[config.mk]
export PLATFORM = sky130hd
export DESIGN_NAME = read_return
export DESIGN_NICKNAME = d
export VERILOG_FILES = /design/src/verilog/vram_pkg.sv /design/src/verilog/read_return.sv
export SDC_FILE = /design/constraint.sdc
export NUM_CORES = 1
export LEC_CHECK = 0
export BUFFER_PORTS_ARGS = -buffer_cell sky130_fd_sc_hd__buf_2
export CAP_MARGIN = 10
export CORE_ASPECT_RATIO = 1.5
export CORE_MARGIN = 2
export CORE_UTILIZATION = 42
export CTS_CLUSTER_SIZE = 24
export DETAILED_ROUTE_END_ITERATION = 10
export PLACE_DENSITY = 0.78
export SYNTH_ARGS = -nofsm -noshare
export SYNTH_HDL_FRONTEND = slang
export SYNTH_SLANG_ARGS = --single-unit
export TNS_END_PERCENT = 5
[constraint.sdc]
create_clock -name CLK -period 1.5 [get_ports CLK]
set_input_delay 0.15 -clock CLK [delete_from_list [all_inputs] [get_ports CLK]]
set_output_delay 0.15 -clock CLK [all_outputs]
set_load 0.005 [all_outputs]
[src/verilog/vram_pkg.sv]
`default_nettype none

package vram_pkg;

	// requester side address and data
	localparam int addr_w = 16;
	localparam int data_w = 16;

	// bank geometry, 4 banks of 16K words
	localparam int bank_addr_w = 14;
	localparam int bank_sel_w = addr_w - bank_addr_w;
	localparam int num_banks = 4;
	localparam int bank_depth = 1 << bank_addr_w;

	// bank state and grant owner
	// idle means the bank is free to arbitrate this cycle
	typedef enum logic [2:0] {
		req_idle,
		req_sprite,
		req_bg,
		req_flash,
		req_cpu
	} req_id_t;

	// access type presented to a bank
	typedef enum logic {
		op_read,
		op_write
	} mem_op_t;

endpackage

`default_nettype wire

[src/verilog/read_return.sv]
`timescale 1ns/1ps
`default_nettype none

module read_return import vram_pkg::*;
(
	input  wire logic               CLK,
	input  wire logic               RSTb,

	input  req_id_t                 grant0,
	input  req_id_t                 grant1,
	input  req_id_t                 grant2,
	input  req_id_t                 grant3,

	input  wire logic [data_w-1:0]  rdata0,
	input  wire logic [data_w-1:0]  rdata1,
	input  wire logic [data_w-1:0]  rdata2,
	input  wire logic [data_w-1:0]  rdata3,

	output logic                    sprite_ready,
	output logic                    bg_ready,
	output logic                    flash_ready,
	output logic                    cpu_ready,
	output logic [data_w-1:0]       sprite_rdata,
	output logic [data_w-1:0]       bg_rdata,
	output logic [data_w-1:0]       cpu_rdata
);

	req_id_t           owner [num_banks];
	logic [data_w-1:0] rdata_bank [num_banks];

	assign rdata_bank[0] = rdata0;
	assign rdata_bank[1] = rdata1;
	assign rdata_bank[2] = rdata2;
	assign rdata_bank[3] = rdata3;

	// owner lines up with the cycle the ram data is valid
	always_ff @(posedge CLK) begin
		if (!RSTb) begin
			owner[0] <= req_idle;
			owner[1] <= req_idle;
			owner[2] <= req_idle;
			owner[3] <= req_idle;
		end else begin
			owner[0] <= grant0;
			owner[1] <= grant1;
			owner[2] <= grant2;
			owner[3] <= grant3;
		end
	end

	// a requester owns at most one bank, so no two banks collide here
	always_comb begin
		sprite_ready = 1'b0;
		bg_ready     = 1'b0;
		flash_ready  = 1'b0;
		cpu_ready    = 1'b0;
		sprite_rdata = '0;
		bg_rdata     = '0;
		cpu_rdata    = '0;
		for (int b = 0; b < num_banks; b++) begin
			case (owner[b])
				req_sprite: begin
					sprite_ready = 1'b1;
					sprite_rdata = rdata_bank[b];
				end
				req_bg: begin
					bg_ready = 1'b1;
					bg_rdata = rdata_bank[b];
				end
				req_flash: begin
					// write completion only
					flash_ready = 1'b1;
				end
				req_cpu: begin
					cpu_ready = 1'b1;
					cpu_rdata = rdata_bank[b];
				end
				default: ;
			endcase
		end
	end

endmodule

`default_nettype wire

==> results.txt <==
outcome -> complete, but fails checks
failing checks -> negative setup slack
Via-to-Cell Ratio -> 6.883
DR vias -> 3634
synthesized area per cell -> 7.552 sq um
pwr dens -> 469.4 nW/um^2
wirelength, routed -> 11640 microns
drc violations -> 0
Die ar. -> 6655 sq um
Netlist cell types -> 27
Worst Path Required -> 1.35 ns
flip-flop and latch area -> 260.3 sq um
flip-flop count of the largest register after layout -> 12
ratio of cells with drive above 1 in the final layout -> 60.09%
Yosys reg bits -> 12
IO Pins -> 130
wire per inst -> 22.04 microns
Placed Area -> 3291 sq um
first-pass GRT wire length -> 15790 microns
Final setup viols -> 51
die height -> 98.92 microns
final net count -> 535
Worst-Margin Slew -> 0.4756 ns
Core Util, Final -> 71.56%
Die Wd -> 67.28 microns
CTS Sinks -> 12
Fmax achieved -> 0.5011 GHz
CP arrival -> 1.85 ns
router iterations before antenna repair -> 6
synth top area cells -> nor4bb_1 19%, a311oi_1 16%, o31ai_1 13%, dfxtp_1 9.5%, nor2_1 7.4%
last weighted congestion value of the routability-driven placer -> 0.8948
CTS tree -> yes
worst hold path stage count -> 2
Multi-input gate area -> 2638 sq um
Final WS setup -> -0.4956 ns
GRT Total Usage -> 30.01%
postcts setup bufs -> 0
asr flop ratio synth -> 0%
Post-synth EDFFs -> 0
H-tree depth -> 1
area leader, netlist -> nor4bb_1
fin crit period -> 1.996 ns
fin crit share -> 133.0%
Max Slew Vio Count -> 0
Final ANT Viol Nets -> 0
Root Buffer -> clkbuf_8
Post-Synthesis Cells -> 334
biggest regs -> owner x12
yosys warns -> 0
Slew headroom -> 67.84%
CTS buffer count -> 3
setup TNS -> -17.44 ns
post-synth design cell area -> 2522 sq um
Leak -> 1.600 nW
hpwl dp -> 6943 microns
Final Hold Fails -> 0
Largest Register -> owner
CP endpoint kind -> output port
critical path fanouts, max -> 17
Area Overhead vs Synth -> 64.14%
First DRT Iteration DRCs -> 629
worst ir drop on vdd -> 0.0005172 V
Filler cells -> 393
Primary FF master, synth -> dfxtp_1
Post-CTS Hold Fix Bufs -> 0
vias in the first global route -> 3232
Max Cap Violations -> 0
Remaining Overflow, GRT -> 0
Clock transition at path regs -> 0.05 ns
placeable core region -> 5786 sq um
Site Rows -> 34
worst hold path class -> input pin to flop
pin count of the biggest net entering global routing -> 34
initial antenna violation count -> 0
Yosys top cell area share -> 19.05%
design area -> 4140 sq um
n_diodes -> 0
IO Port Bufs -> 129
unrepaired setup endpoints after global routing -> yes
Initial Util -> 43.60%
Setup CP Type -> flop to output port
syn nets -> 412
CP Launch Type -> flop
register area share after synthesis -> 9.524%
Bufs on Longest Clock Path -> 2
## worst paths after layout
check / slack, ns / to / from
worst max-delay path: -0.50 / cpu_rdata[4] / owner[1][2]
worst min-delay path: 0.11 / owner[3][0] / grant3[0]
## synth_stat cells, types with 4 or more instances
cell	n
buf_2	12
nand3b_1	4
nor2_1	50
o31ai_1	45
nand2_1	48
nor4bb_1	48
a311oi_1	45
dfxtp_1	12
buf_6	8
clkbuf_1	10
dlygate4sd1_1	8
or3b_1	6
and2_1	12
## cells in the final DEF, fill, tap and decap left out, types with 4 or more instances in the layout
| cell type | instances |
|---|---|
| a311oi_2 | 45 |
| and2_1 | 12 |
| buf_12 | 11 |
| buf_2 | 128 |
| buf_4 | 6 |
| buf_6 | 15 |
| clkbuf_8 | 4 |
| dfxtp_1 | 6 |
| dfxtp_4 | 5 |
| nand2_1 | 48 |
| nand3b_1 | 4 |
| nor2_1 | 50 |
| nor3b_2 | 6 |
| nor4bb_1 | 11 |
| nor4bb_2 | 25 |
| nor4bb_4 | 12 |
| o31ai_1 | 43 |
| o31ai_2 | 5 |
## final cells by class
| cell class | instances | area share [%] |
|---|---|---|
| Tap cell | 72 | 2.176 |
| Sequential cell | 12 | 6.286 |
| Inverter | 2 | 0.1813 |
| Multi-Input combinational cell | 277 | 63.71 |
| Timing Repair Buffer | 161 | 26.32 |
| Clock buffer | 4 | 1.330 |
## kinds of logic (layout without fill, tap and decap cells)
family          after synthesis  after routing  synth area share, %
buf+inv                      45            167                12.50
compound gates               97             97                32.74
simple gates                180            180                45.24
flops                        12             12                9.524
## critical path: stages (launching register included)
cell and delay, ns:
dfxtp_4 0.38, or3b_4 0.40, buf_12 0.18, a311oi_4 0.35
o31ai_1 0.14, buf_2 0.14
## timing repair
item	in CTS	in global routing
endpoints found under the hold margin	0	0
endpoints found under the setup margin	51	51
cloned	2	0
gates resized for setup	95	45
pin swaps	30	35
## power by group
group,internal [mW],leakage [nW],switching (mW)
clock network,0.232,0.0288,0.123
logic,0.609,1.47,0.615
registers,0.334,0.103,0.0305
total,1.18,1.60,0.768
## routing by layer
| metal | vias to the layer above | global-route usage, % | part of all wire (%) | routed length, microns |
|---|---|---|---|---|
| met5 | - | 0 | 0 | 0 |
| met4 | 0 | 18.21 | 5.3 | 616 |
| met3 | 74 | 5.365 | 9.3 | 1082 |
| met2 | 324 | 50.11 | 50 | 5783 |
| met1 | 1661 | 34.43 | 36 | 4157 |
| li1 | 1575 | - | - | - |
## per-stage QoR
stage / instances / total power, mW / hold slack (ns) / setup WS (ns)
global route: 528 / 2.029 / 0.1049 / -0.6530
floorplan: 334 / 0.8787 / 0.2717 / 0.002992
detailed placement: 522 / 1.305 / 0.3591 / -0.2372
global placement: 522 / 1.281 / 0.3540 / -0.1879
finish: 528 / 1.943 / 0.1088 / -0.4956
CTS: 528 / 1.815 / 0.1027 / -0.3393
No activity file was read; power rests on OpenSTA's default activity.
