<file path="config.mk">
export PLATFORM = sky130hd
export DESIGN_NAME = bank_arbiter
export DESIGN_NICKNAME = d
export VERILOG_FILES = /design/src/verilog/vram_pkg.sv /design/src/verilog/bank_arbiter.sv
export SDC_FILE = /design/constraint.sdc
export NUM_CORES = 1
export LEC_CHECK = 0
export BUFFER_PORTS_ARGS = -buffer_cell sky130_fd_sc_hd__buf_2
export CELL_PAD_IN_SITES_DETAIL_PLACEMENT = 2
export CELL_PAD_IN_SITES_GLOBAL_PLACEMENT = 2
export CORE_MARGIN = 4
export CORE_UTILIZATION = 11
export CTS_CLUSTER_SIZE = 16
export DETAILED_ROUTE_END_ITERATION = 16
export PLACE_DENSITY = 0.86
export SETUP_SLACK_MARGIN = 0.15
export SLEW_MARGIN = 20
export SYNTH_ARGS = -nofsm -noshare
export SYNTH_HDL_FRONTEND = slang
export SYNTH_SLANG_ARGS = --single-unit
export TNS_END_PERCENT = 50
</file>
<file path="constraint.sdc">
create_clock -name CLK -period 3.8 [get_ports CLK]
set_input_delay 0.38 -clock CLK [delete_from_list [all_inputs] [get_ports CLK]]
set_output_delay 0.38 -clock CLK [all_outputs]
set_load 0.1 [all_outputs]
</file>
<file path="src/verilog/vram_pkg.sv">
`default_nettype none

package vram_pkg;

	// requester side address and data
	localparam int addr_w = 16;
	localparam int data_w = 16;

	// bank geometry, 4 banks of 16K words
	localparam int bank_addr_w = 14;
	localparam int bank_sel_w = addr_w - bank_addr_w;
	localparam int num_banks = 4;
	localparam int bank_depth = 1 << bank_addr_w;

	// bank state and grant owner
	// idle means the bank is free to arbitrate this cycle
	typedef enum logic [2:0] {
		req_idle,
		req_sprite,
		req_bg,
		req_flash,
		req_cpu
	} req_id_t;

	// access type presented to a bank
	typedef enum logic {
		op_read,
		op_write
	} mem_op_t;

endpackage

`default_nettype wire

</file>
<file path="src/verilog/bank_arbiter.sv">
`timescale 1ns/1ps
`default_nettype none

module bank_arbiter import vram_pkg::*;
(
	input  wire logic                    CLK,
	input  wire logic                    RSTb,

	input  wire logic                    sprite_req,
	input  wire logic                    bg_req,
	input  wire logic                    flash_req,
	input  wire logic                    cpu_req,

	input  wire logic [bank_addr_w-1:0]  sprite_offset,
	input  wire logic [bank_addr_w-1:0]  bg_offset,
	input  wire logic [bank_addr_w-1:0]  flash_offset,
	input  wire logic [bank_addr_w-1:0]  cpu_offset,

	input  wire logic [data_w-1:0]       flash_wdata,
	input  wire logic [data_w-1:0]       cpu_wdata,
	input  wire logic                    cpu_wr,

	// winner of this cycle, owns the bank from the next edge
	output req_id_t                      grant,
	output logic [bank_addr_w-1:0]       ram_addr,
	output logic [data_w-1:0]            ram_wdata,
	output logic                         ram_we
);

	req_id_t state;
	req_id_t winner;
	mem_op_t op;

	// fixed priority, only while the bank is free
	always_comb begin
		winner = req_idle;
		if (state == req_idle) begin
			if (sprite_req) begin
				winner = req_sprite;
			end else if (bg_req) begin
				winner = req_bg;
			end else if (flash_req) begin
				winner = req_flash;
			end else if (cpu_req) begin
				winner = req_cpu;
			end
		end
	end

	// steer the winner onto the bank port
	always_comb begin
		ram_addr  = '0;
		ram_wdata = '0;
		op        = op_read;
		case (winner)
			req_sprite: begin
				ram_addr = sprite_offset;
			end
			req_bg: begin
				ram_addr = bg_offset;
			end
			req_flash: begin
				// flash loader only ever writes
				ram_addr  = flash_offset;
				ram_wdata = flash_wdata;
				op        = op_write;
			end
			req_cpu: begin
				ram_addr  = cpu_offset;
				ram_wdata = cpu_wdata;
				op        = cpu_wr ? op_write : op_read;
			end
			default: ;
		endcase
	end

	assign ram_we = (op == op_write);
	assign grant  = winner;

	// granted for one cycle, then back to idle
	// winner is req_idle whenever the bank is busy
	always_ff @(posedge CLK) begin
		if (!RSTb) begin
			state <= req_idle;
		end else begin
			state <= winner;
		end
	end

endmodule

`default_nettype wire

</file>
==> results of run 1 <==
==> layer usage <==
layer | wire, um | global-route usage, % | part of all wire [%] | vias to the layer above
li1 | - | - | - | 642
met5 | 0 | 0 | 0 | -
met4 | 27 | 3.06 | 0.57 | 0
met1 | 1690 | 11.3 | 36 | 628
met3 | 393 | 2.25 | 8.4 | 2
met2 | 2590 | 22.5 | 55 | 74
==> cell families (layout without fill, tap and decap cells) <==
| family | Yosys count | in the layout | share of synthesized area, % |
|---|---|---|---|
| AOI/OAI and AO/OA | 46 | 46 | 48.8 |
| buffers and inverters | 16 | 135 | 14.1 |
| and+or+nand+nor | 38 | 38 | 29.0 |
| DFF | 3 | 3 | 8.08 |
==> path summary, 6_finish.rpt <==
kind / start / endpoint / slack (ps) / depth (start not counted)
worst max register to register: state[1] / state[2] / 2280 / 3
worst min register to register: state[2] / state[0] / 1010 / 2
worst max-delay path: sprite_req / ram_wdata[14] / 1020 / 6
worst min-delay path: RSTb / state[1] / 400 / 2
==> power groups by stage <==
stage	Combinational (mW)	Clock, mW	Sequential, mW
2_1_floorplan	0.270	0	0.0344
3_3_place_gp	0.348	0	0.0346
3_5_place_dp	0.352	0	0.0346
4_1_cts	0.353	0.0950	0.0344
5_1_grt	0.368	0.101	0.0347
6_report	0.349	0.0926	0.0344
==> Yosys cell counts <==
cell type and instances:
inv_1 1, and3_1 2, a22o_1 16, nor2_1 2, nor3_1 1, buf_6 3
a221o_1 14, nor4_1 1, nand2_1 14, nand3b_1 14, a21oi_1 15, and2_1 2
or3_1 1, dfxtp_1 3, nor3b_1 1, buf_4 5, a21o_1 1, buf_2 3
clkbuf_1 4
==> layout make-up <==
class | instances | area, um^2 | area share [%]
timing repair buffer | 130 | 668 | 46.0
multi-input combinational | 84 | 578 | 39.8
tap | 77 | 96.3 | 6.64
sequential | 3 | 60.1 | 4.14
clock buffer | 4 | 45.0 | 3.10
inverter | 1 | 3.75 | 0.259
==> metrics, run 1 <==
die width=90.2 um; via count=1346; flops & latches, synth=3; Mapped Cells=103; CP cell instances=buf_2 -> nor4_1 -> and3_1 -> buf_4 -> a22o_1 -> buf_2; DRC violations left=0; max reg flops=3; DR iter-0 viols=21; largest cells by area after synthesis=a221o_1 (19%), a22o_1 (19%), nand3b_1 (14%); fraction of layout cells with a size suffix above 1=59.9%; final setup violation count=0; Top delay family on crit path=buffers and inverters; crit end category=output port; kind of critical path=input pin to output port; Flop pwr share=7.2%; crit path buf inv count=3; Worst Path Required=3420 ps; Post-CTS Resized=0; CP max-delay cell=and3_1; Mapped Area=743 um^2; TritonRoute pass-1 iters=3; switching share of power=60.6%; antenna violations before repair=0; status=completed; maxcap violations=0; DRT antenna net count=0; Clk pwr share=19.5%; Logic pwr share=73.3%; type of origin of the critical path=input pin; PwrDens=328 mW/mm^2; CTS clk-pin slew, worst paths=30 ps; Synth cell types=19; Worst Path Max Fanout=31; Synth top area share=18.9%; Clock Latency Late Sink=210 ps; leakage power=0.826 nW; Final Hold Viols=0; IO Pins=129; crit path time final=2780 ps; post-synthesis sequential area ratio=8.08%; syn avg cell area=7.22 um^2; Nets=318; fin worst setup slack=1020 ps; RSZ-0062 raised after global routing=no; standard-cell rows=29; Final Max Tran Viols=0; H-tree Lvls=1; Rel. slew slack=57.3%; Longest Clk Path Bufs=2; Root Driver=clkbuf_8; PortBufs=128; dpl ws=968 ps; Die ar.=0.00814 mm^2; area grow syn2layout=95.3%; first-pass GRT wire length=7470 um; arrival time worst endpoint=2400 ps; placed insts=295; Crit path top cell by count=buf_2; vias in the first global route=1478; Synthesis Warnings=0; maximum clock frequency=0.359 GHz; setup bufs post-CTS=0; period utilisation layout=73.2%; maximum vdd drop=0.0000725 V; Worst Clk Skew=1.58 ps; leading area contributor after synthesis=a221o_1; GR Util All Layers=11.1%; Fin Hold WS=400 ps; sw power=0.289 mW; ANT cells=0; CTS tree=built; Starting Density=11.5%; Design Area, Final=0.00145 mm^2; largest net degree at the start of global routing=32; clock net sink count=3; Filler cells=810; Largest regs=state x3; via-per-instance ratio=4.50; Largest Register=state; setup tns final=0 ps; GR Overflow Total=0; die height=90.2 um; most common cell after layout, fill and taps aside=buf_2; DP HPWL=3950 um; most frequent cells in the layout=buf_2 (128), a22o_1 (16), a21oi_1 (15); worst hold-check path type=input pin to flop; cell area after placement=0.00141 mm^2; RePlAce Congestion=0.686; total wire length=4700 um; Non-Filler Instances=299; Slew @ Worst Pin=641 ps; final design utilization=22.5%; clock buffer count from CTS=3; Mapped Nets=198; Avg WL per Cell=15.7 um; Pwr Total=0.476 mW; Core Region=0.00646 mm^2; CP max stage delay=510 ps; Post-CTS Hold Fix Bufs=0; Int Pwr=0.187 mW
Note: power is estimated with default switching activity, not from simulation.
==> inputs of run 2 (changes only) <==
- CORE_UTILIZATION: 11 -> 10
- PLACE_DENSITY: 0.86 -> 0.8
- clock period: 3.8 -> 2.8 ns (I/O delays scaled with it)
==> run 2 against run 1 <==
  * Clock power is 36% higher
  * Non-clock buffer count is 1 higher
  * Wire length is 21% higher
  * Core utilization is 4.5 points higher
  * Sequential share of layout area is 1.1 points lower
  * Via count is 2.4% higher
  * Combinational power is 74% higher
  * First-iteration DRC count is 38% higher
  * Design area is 35% higher
  * Critical path type is now flop to output port
  * Largest power group unchanged
  * Highest routed layer unchanged
==> metrics, run 2 (synthesis results as in run 1) <==
final design utilization=27.0%; antenna violations before repair=0; DR iter-0 viols=29; Clock Latency Late Sink=210 ps; die height=94.2 um; Final Hold Viols=0; Post-CTS Hold Fix Bufs=0; final setup violation count=0; clock buffer count from CTS=3; setup tns final=0 ps; Largest Register=state; RePlAce Congestion=0.729; maxcap violations=0; Avg WL per Cell=17.7 um; crit end category=output port; Worst Clk Skew=0.201 ps; Root Driver=clkbuf_8; arrival time worst endpoint=1930 ps; CTS tree=built; Slew @ Worst Pin=650 ps; crit path time final=2210 ps; leakage power=0.940 nW; largest net degree at the start of global routing=32; maximum clock frequency=0.452 GHz; type of origin of the critical path=flop; sw power=0.420 mW; Flop pwr share=6.0%; clock net sink count=3; Logic pwr share=77.9%; Post-CTS Resized=0; PortBufs=128; Longest Clk Path Bufs=2; Largest regs=state x3; IO Pins=129; GR Util All Layers=11.6%; most common cell after layout, fill and taps aside=buf_2; TritonRoute pass-1 iters=4; Starting Density=10.2%; CTS clk-pin slew, worst paths=30 ps; GR Overflow Total=0; Design Area, Final=0.00196 mm^2; kind of critical path=flop to output port; Crit Reg-Reg Startpoint=state[1]; status=completed; max reg flops=3; DRT antenna net count=0; most frequent cells in the layout=buf_2 (96), buf_12 (32), a22o_1 (16), a21oi_1 (15); worst hold-check path type=input pin to flop; DP HPWL=4800 um; Rel. slew slack=56.7%; setup bufs post-CTS=0; Die ar.=0.00888 mm^2; Int Pwr=0.362 mW; switching share of power=53.7%; cell area after placement=0.00191 mm^2; via count=1378; H-tree Lvls=1; ANT cells=0; period utilisation layout=79.1%; PwrDens=399 mW/mm^2; Core Region=0.00725 mm^2; via-per-instance ratio=4.28; Final Max Tran Viols=0; Worst Path Max Fanout=17; DRC violations left=0; RSZ-0062 raised after global routing=no; fraction of layout cells with a size suffix above 1=60.5%; crit path launch=state[1]; hold path startpoint=RSTb; standard-cell rows=31; Fin Hold WS=305 ps; Worst Path Required=2520 ps; first-pass GRT wire length=8040 um; Nets=319; total wire length=5690 um; vias in the first global route=1545; maximum vdd drop=0.000128 V; area grow syn2layout=164%; die width=94.2 um; Clk pwr share=16.1%
[run 2: cell types whose count changed in the layout (fill, tap and decap cells not counted), sizes merged]
cell / change
buf: +1
[run 2: worst max-delay path, stage by stage (launching register included)]
cell	delay, ps
dfxtp_1	300
or3_1	650
nor3_2	290
buf_2	460
[run 2: power by group through the flow]
stage / registers (mW) / clock network, mW / logic [mW]
after global placement: 0.0469 / 0 / 0.604
after floorplan: 0.0467 / 0 / 0.368
after global routing: 0.0470 / 0.134 / 0.635
final: 0.0466 / 0.126 / 0.609
after CTS: 0.0466 / 0.130 / 0.617
after detailed placement: 0.0472 / 0 / 0.615
[run 2: area by class of cell]
type,instances,area [um^2]
timing repair buffer,131,1140
tap,99,124
multi-input combinational,84,583
inverter,1,3.75
sequential,3,60.1
clock buffer,4,45.0
fill,851,5290
[run 2: worst paths after layout]
path	slack (ps)	endpoint	cells after the start
worst max-delay path	590	grant[1]	3
worst min register to register	950	state[2]	4
worst min-delay path	300	state[2]	2
worst max register to register	1320	state[1]	3
[run 2: through the flow]
stage | cells | power, mW | setup slack [ps]
floorplan | 103 | 0.415 | 291
global placement | 318 | 0.651 | 741
detailed placement | 318 | 0.662 | 614
CTS | 322 | 0.793 | 541
global route | 322 | 0.816 | 423
finish | 322 | 0.782 | 586
[run 2: per-layer routing]
metal | up-vias | global-route usage [%] | wire length (um)
li1 | 643 | - | -
met1 | 649 | 11.4 | 1920
met2 | 82 | 23.9 | 3120
met3 | 4 | 3.04 | 605
met4 | 0 | 2.29 | 44
met5 | - | 0 | 0
