### src/verilog/vram_pkg.sv
`default_nettype none

package vram_pkg;

	// requester side address and data
	localparam int addr_w = 16;
	localparam int data_w = 16;

	// bank geometry, 4 banks of 16K words
	localparam int bank_addr_w = 14;
	localparam int bank_sel_w = addr_w - bank_addr_w;
	localparam int num_banks = 4;
	localparam int bank_depth = 1 << bank_addr_w;

	// bank state and grant owner
	// idle means the bank is free to arbitrate this cycle
	typedef enum logic [2:0] {
		req_idle,
		req_sprite,
		req_bg,
		req_flash,
		req_cpu
	} req_id_t;

	// access type presented to a bank
	typedef enum logic {
		op_read,
		op_write
	} mem_op_t;

endpackage

`default_nettype wire

### src/verilog/bank_decode.sv
`timescale 1ns/1ps
`default_nettype none

module bank_decode import vram_pkg::*;
(
	input  wire logic [addr_w-1:0]    sprite_addr,
	input  wire logic [addr_w-1:0]    bg_addr,
	input  wire logic [addr_w-1:0]    flash_addr,
	input  wire logic [addr_w-1:0]    cpu_addr,

	input  wire logic                 sprite_valid,
	input  wire logic                 bg_valid,
	input  wire logic                 flash_valid,
	input  wire logic                 cpu_valid,

	output logic [num_banks-1:0]      sprite_bank_req,
	output logic [num_banks-1:0]      bg_bank_req,
	output logic [num_banks-1:0]      flash_bank_req,
	output logic [num_banks-1:0]      cpu_bank_req
);

	// one-hot bank select from the top address bits
	function automatic logic [num_banks-1:0] bank_hit(
		input logic              valid,
		input logic [addr_w-1:0] addr
	);
		logic [num_banks-1:0] hit;
		hit = '0;
		if (valid) begin
			hit[addr[addr_w-1 -: bank_sel_w]] = 1'b1;
		end
		return hit;
	endfunction

	// each arbiter only looks at its own column
	assign sprite_bank_req = bank_hit(sprite_valid, sprite_addr);
	assign bg_bank_req     = bank_hit(bg_valid, bg_addr);
	assign flash_bank_req  = bank_hit(flash_valid, flash_addr);
	assign cpu_bank_req    = bank_hit(cpu_valid, cpu_addr);

endmodule

`default_nettype wire

### config.mk
export PLATFORM = sky130hd
export DESIGN_NAME = bank_decode
export DESIGN_NICKNAME = d
export VERILOG_FILES = /design/src/verilog/vram_pkg.sv /design/src/verilog/bank_decode.sv
export SDC_FILE = /design/constraint.sdc
export NUM_CORES = 1
export LEC_CHECK = 0
export ABC_CLOCK_PERIOD_IN_PS = 800
export BUFFER_PORTS_ARGS = -buffer_cell sky130_fd_sc_hd__clkbuf_2
export CORE_AREA = 10 10 47 49
export DETAILED_ROUTE_END_ITERATION = 6
export DIE_AREA = 0 0 57 59
export PLACE_DENSITY = 0.78
export SETUP_SLACK_MARGIN = 0.2
export SLEW_MARGIN = 25
export SYNTH_ARGS = -nofsm -noshare
export SYNTH_HDL_FRONTEND = slang
export SYNTH_SLANG_ARGS = --single-unit
### constraint.sdc
create_clock -name vclk -period 0.8
set_input_delay 0.12 -clock vclk [all_inputs]
set_output_delay 0.12 -clock vclk [all_outputs]
set_load 0.03 [all_outputs]
==> results of run 1 <==
[layout by cell type (no fill, tap or decap)]
cell and count:
sky130_fd_sc_hd__buf_8 20, sky130_fd_sc_hd__and3b_2 8, sky130_fd_sc_hd__nor3b_4 4, sky130_fd_sc_hd__clkbuf_8 4, sky130_fd_sc_hd__and3_4 3, sky130_fd_sc_hd__buf_6 2
sky130_fd_sc_hd__and3_2 1, sky130_fd_sc_hd__buf_4 1, sky130_fd_sc_hd__buf_2 1
[timing repair]
action	in CTS	in global routing
hold buffers	0	0
gates resized for setup	43	28
pin swaps	6	8
endpoints found under the hold margin	0	0
endpoints found under the setup margin	16	16
[through the flow]
step	worst slack [ps]	utilization	instances	total power [mW]
after floorplan	211	-	16	0.113
after detailed placement	11.7	0.246	60	0.199
after global routing	50.3	0.433	60	0.338
after CTS	59.0	0.404	60	0.288
final	85.2	0.433	60	0.321
after global placement	22.5	0.246	60	0.195
[routing by layer]
layer | global-route usage | up-vias | wire, um
met1 | 0.0322 | 123 | 197
met3 | 0.0322 | 0 | 148
met2 | 0.0961 | 16 | 503
met5 | 0 | - | 0
met4 | 0 | 0 | 0
li1 | - | 122 | -
[power groups by stage]
stage	registers (mW)	logic [mW]	clock network (mW)
2_1_floorplan	0	0.113	0
3_3_place_gp	0	0.195	0
3_5_place_dp	0	0.199	0
4_1_cts	0	0.288	0
5_1_grt	0	0.338	0
6_report	0	0.321	0
[worst paths after layout]
path	start	end	slack, ps	cells after the start
min	cpu_addr[14]	cpu_bank_req[0]	500	3
max	sprite_addr[14]	sprite_bank_req[0]	90	3
[kinds of logic (layout without fill, tap and decap cells)]
| logic type | count (synthesis) | after routing | share of synthesized area |
|---|---|---|---|
| buffers and inverters | 0 | 28 | 0 |
| and+or+nand+nor | 16 | 16 | 1.00 |
[cell type report]
type                            instances  share of cell area
Tap cell                               16              0.0330
Timing Repair Buffer                   28               0.643
Multi-Input combinational cell         16               0.324
[critical path: cells and delay by family]
kind                   cells  cell delay, ps
buffers and inverters      2             280
AND/OR/NAND/NOR            1             190
==> metrics.log, run 1 <==
[metrics] outcome: completed
[metrics] post-route design area: 607 sq um
[metrics] number of antenna-violating nets in the routed design: 0
[metrics] synthesized net count: 84
[metrics] initial antenna violation count: 0
[metrics] initial cell density of the core: 0.107
[metrics] placeable core area: 1400 sq um
[metrics] Die H: 59 um
[metrics] element type at the critical path start: input pin
[metrics] largest stage delay on the critical path: 190 ps
[metrics] die outline width: 57 um
[metrics] Seq cells: 0
[metrics] total number of vias: 261
[metrics] layout overhead on the synthesized area: 304%
[metrics] fmax: 1400 MHz
[metrics] worst-margin pin slew: 147 ps
[metrics] # setup viols final: 0
[metrics] category of the most critical setup path: input pin to output port
[metrics] Cells after Synth: 16
[metrics] Netlist cell types: 3
[metrics] Hold Slack: 504 ps
[metrics] # Post-CTS Setup Buffers: 0
[metrics] vias per inst: 4.35
[metrics] Final Hold Vio Count: 0
[metrics] most frequent cell after synthesis: sky130_fd_sc_hd__and3b_1
[metrics] highest ir drop seen on vdd: 0.189 mV
[metrics] number of placement rows: 14
[metrics] sequential group share of total power: 0
[metrics] global-route total usage across every layer: 0.0450
[metrics] count of nets after finishing: 114
[metrics] Multi-input gate area: 196 sq um
[metrics] net load switching power: 0.134 mW
[metrics] fraction of power consumed by the clock network: 0
[metrics] maximum number of pins on one net before global-route repair: 5
[metrics] Antenna Cells: 0
[metrics] # IOs: 84
[metrics] area share of the largest cell type after synthesis: 0.467
[metrics] total of fill cells in the finished design: 138
[metrics] Routability Congestion: 0.595
[metrics] number of DRC violations after detailed routing: 0
[metrics] portion of total power attributed to combinational logic: 1.000
[metrics] summed negative setup slack over all endpoints: 0 ps
[metrics] minimum clock period: 715 ps
[metrics] post-placement cell area: 345 sq um
[metrics] leading area contributor after synthesis: sky130_fd_sc_hd__and3b_1
[metrics] Maximum Capacitance Violations: 0
[metrics] die area: 3360 sq um
[metrics] via count of the first global-routing pass: 294
[metrics] net switching fraction of the power: 0.416
[metrics] capturing element type of the critical path: output port
[metrics] post-route clock period utilization: 0.893
[metrics] global-route wire length before repair: 1320 um
[metrics] RSZ-0062 raised after global routing: yes
[metrics] CP Cell Sequence: buf_8, nor3b_4, clkbuf_8
[metrics] critical path's slowest cell: sky130_fd_sc_hd__nor3b_4
[metrics] leading post-synthesis cells by instance count: 8 x sky130_fd_sc_hd__and3b_1, 4 x sky130_fd_sc_hd__and3_2, 4 x sky130_fd_sc_hd__nor3b_2
[metrics] proportion of synthesized chip area in sequential cells: 0
[metrics] total gr overflow: 0
[metrics] Leakage Power: 0.289 nW
[metrics] average routed wire per standard cell: 14.2 um
[metrics] number of synthesis warnings: 0
[metrics] max-slew violation total from the final report: 0
[metrics] CLK BUF: 0
[metrics] area of the mapped netlist: 150 sq um
[metrics] Cell Int Power: 0.188 mW
[metrics] number of optimization iterations in the first detailed-route pass: 1
[metrics] critical path fanouts, max: 4
[metrics] Detailed Route WL: 849 um
[metrics] Worst slew margin: 0.902
[metrics] required time worst endpoint: 680 ps
[metrics] Storage cell area: 0 sq um
[metrics] Detailed Route Iter0 Violations: 0
[metrics] average size of a mapped cell: 9.38 sq um
[metrics] PD cells: 529 nW/um^2
[metrics] most area-consuming cells after synthesis: sky130_fd_sc_hd__and3b_1 47%, sky130_fd_sc_hd__nor3b_2 33%, sky130_fd_sc_hd__and3_2 20%
[metrics] IO Port Bufs: 28
[metrics] classification of the worst-slack hold path: input pin to output port
[metrics] fraction of final layout cells sized beyond drive strength 1: 1.00
[metrics] arrival time at the worst endpoint: 590 ps
Power figures use the tool's default switching activity.
==> inputs of run 2 (changes only) <==
--- a/config.mk
+++ b/config.mk
@@ -7,10 +7,12 @@
 export LEC_CHECK = 0
 export ABC_CLOCK_PERIOD_IN_PS = 800
 export BUFFER_PORTS_ARGS = -buffer_cell sky130_fd_sc_hd__clkbuf_2
-export CORE_AREA = 10 10 47 49
+export CELL_PAD_IN_SITES_DETAIL_PLACEMENT = 0
+export CELL_PAD_IN_SITES_GLOBAL_PLACEMENT = 1
+export CORE_MARGIN = 10
+export CORE_UTILIZATION = 10
 export DETAILED_ROUTE_END_ITERATION = 6
-export DIE_AREA = 0 0 57 59
-export PLACE_DENSITY = 0.78
+export PLACE_DENSITY_LB_ADDON = 0.1
 export SETUP_SLACK_MARGIN = 0.2
 export SLEW_MARGIN = 25
 export SYNTH_ARGS = -nofsm -noshare
==> run 2 against run 1 <==
Compared with the run above:
- die area up 2.6%
- hold slack about the same
- final cell count down 1.7%
- first-iteration DRC count up 1
==> metrics.log, run 2 (synthesis results as in run 1) <==
[metrics] outcome: completed
[metrics] worst-margin pin slew: 142 ps
[metrics] worst hold stages: 3
[metrics] maximum number of pins on one net before global-route repair: 5
[metrics] total gr overflow: 0
[metrics] via count of the first global-routing pass: 329
[metrics] number of antenna-violating nets in the routed design: 0
[metrics] category of the most critical setup path: input pin to output port
[metrics] Seq cells: 0
[metrics] Final Hold Vio Count: 0
[metrics] number of placement rows: 13
[metrics] number of optimization iterations in the first detailed-route pass: 2
[metrics] layout overhead on the synthesized area: 309%
[metrics] Hold Path End: cpu_bank_req[0]
[metrics] global-route total usage across every layer: 0.0539
[metrics] CLK BUF: 0
[metrics] max-slew violation total from the final report: 0
[metrics] placeable core area: 1350 sq um
[metrics] classification of the worst-slack hold path: input pin to output port
[metrics] Detailed Route WL: 929 um
[metrics] Hold Slack: 503 ps
[metrics] die outline width: 58.8 um
[metrics] # setup viols final: 0
[metrics] Die H: 58.8 um
[metrics] IO Port Bufs: 28
[metrics] die area: 3450 sq um
[metrics] RSZ-0062 raised after global routing: yes
[metrics] Leakage Power: 0.292 nW
[metrics] number of DRC violations after detailed routing: 0
[metrics] start point of the worst min-delay path: cpu_addr[15]
[metrics] post-route clock period utilization: 0.887
[metrics] # IOs: 84
[metrics] initial cell density of the core: 0.111
[metrics] Routability Congestion: 0.644
[metrics] vias per inst: 4.36
[metrics] capturing element type of the critical path: output port
[metrics] element type at the critical path start: input pin
[metrics] Storage cell area: 0 sq um
[metrics] initial antenna violation count: 0
[metrics] most used cells in the layout excluding fill and tap cells: 20 x sky130_fd_sc_hd__buf_8, 8 x sky130_fd_sc_hd__and3b_2, 5 x sky130_fd_sc_hd__clkbuf_8
[metrics] Worst slew margin: 0.905
[metrics] Maximum Capacitance Violations: 0
[metrics] total number of vias: 257
[metrics] # Post-CTS Setup Buffers: 0
[metrics] required time worst endpoint: 680 ps
[metrics] arrival time at the worst endpoint: 590 ps
[metrics] global-route wire length before repair: 1560 um
[metrics] PD cells: 530 nW/um^2
[metrics] fraction of final layout cells sized beyond drive strength 1: 1.00
[metrics] leading cell type in the layout, fill and taps excluded: sky130_fd_sc_hd__buf_8
[metrics] fmax: 1410 MHz
[metrics] Antenna Cells: 0
[metrics] average routed wire per standard cell: 15.7 um
[metrics] count of nets after finishing: 114
[metrics] critical path fanouts, max: 4
[metrics] Detailed Route Iter0 Violations: 1
[metrics] highest ir drop seen on vdd: 0.199 mV
[metrics] minimum clock period: 710 ps
[metrics] summed negative setup slack over all endpoints: 0 ps
run 2: changes by cell type in the layout (fill, tap and decap cells not counted), sizes merged:
cell / before / now
buf: 24 / 23
clkbuf: 4 / 5
run 2: timing repair:
item                                    CTS  global route
gates cloned                              0             0
resized for setup                        43            30
endpoints found under the setup margin   16            16
pin swaps                                 3            10
hold buffers                              0             0
run 2: final cells by class:
cell class         instances  area [sq um]
well taps                 15          18.8
fillers                  134           736
multi-input cells         16           196
repair buffers            28           399
run 2: how the worst max path moves through the flow:
stage / slack, ps / from / cells after the start / to
6_report: 90 / flash_addr[15] / 3 / flash_bank_req[1]
5_1_grt: 60 / sprite_addr[15] / 3 / sprite_bank_req[0]
4_1_cts: 50 / sprite_addr[15] / 3 / sprite_bank_req[1]
3_5_place_dp: -3 / sprite_addr[15] / 3 / sprite_bank_req[1]
3_3_place_gp: 20 / cpu_addr[15] / 3 / cpu_bank_req[1]
2_1_floorplan: 210 / bg_addr[15] / 1 / bg_bank_req[0]
run 2: worst max-delay path, stage by stage:
cell and delay [ps]:
sky130_fd_sc_hd__buf_8 100, sky130_fd_sc_hd__and3b_2 240, sky130_fd_sc_hd__buf_8 120
run 2: stage by stage:
step           std cells   util  power [mW]  setup WS, ps  area, sq um
2_1_floorplan         16      -       0.113           211          185
3_3_place_gp          59  0.255       0.197          18.3          344
3_5_place_dp          59  0.255       0.201         -3.01          344
4_1_cts               59  0.419       0.290          47.8          566
5_1_grt               59  0.455       0.343          60.8          614
6_report              59  0.455       0.326          90.3          614
run 2: metal layers:
| metal | global-route usage | vias up | part of all wire |
|---|---|---|---|
| met2 | 0.119 | 14 | 0.64 |
| met4 | 0 | 0 | 0 |
| li1 | - | 121 | - |
| met1 | 0.0418 | 122 | 0.21 |
| met5 | 0 | - | 0 |
| met3 | 0.0258 | 0 | 0.14 |
run 2: where the power goes:
| group | internal, mW | switching (mW) |
|---|---|---|
| sequential | 0 | 0 |
| clock | 0 | 0 |
| combinational | 0.191 | 0.134 |
| total | 0.191 | 0.134 |
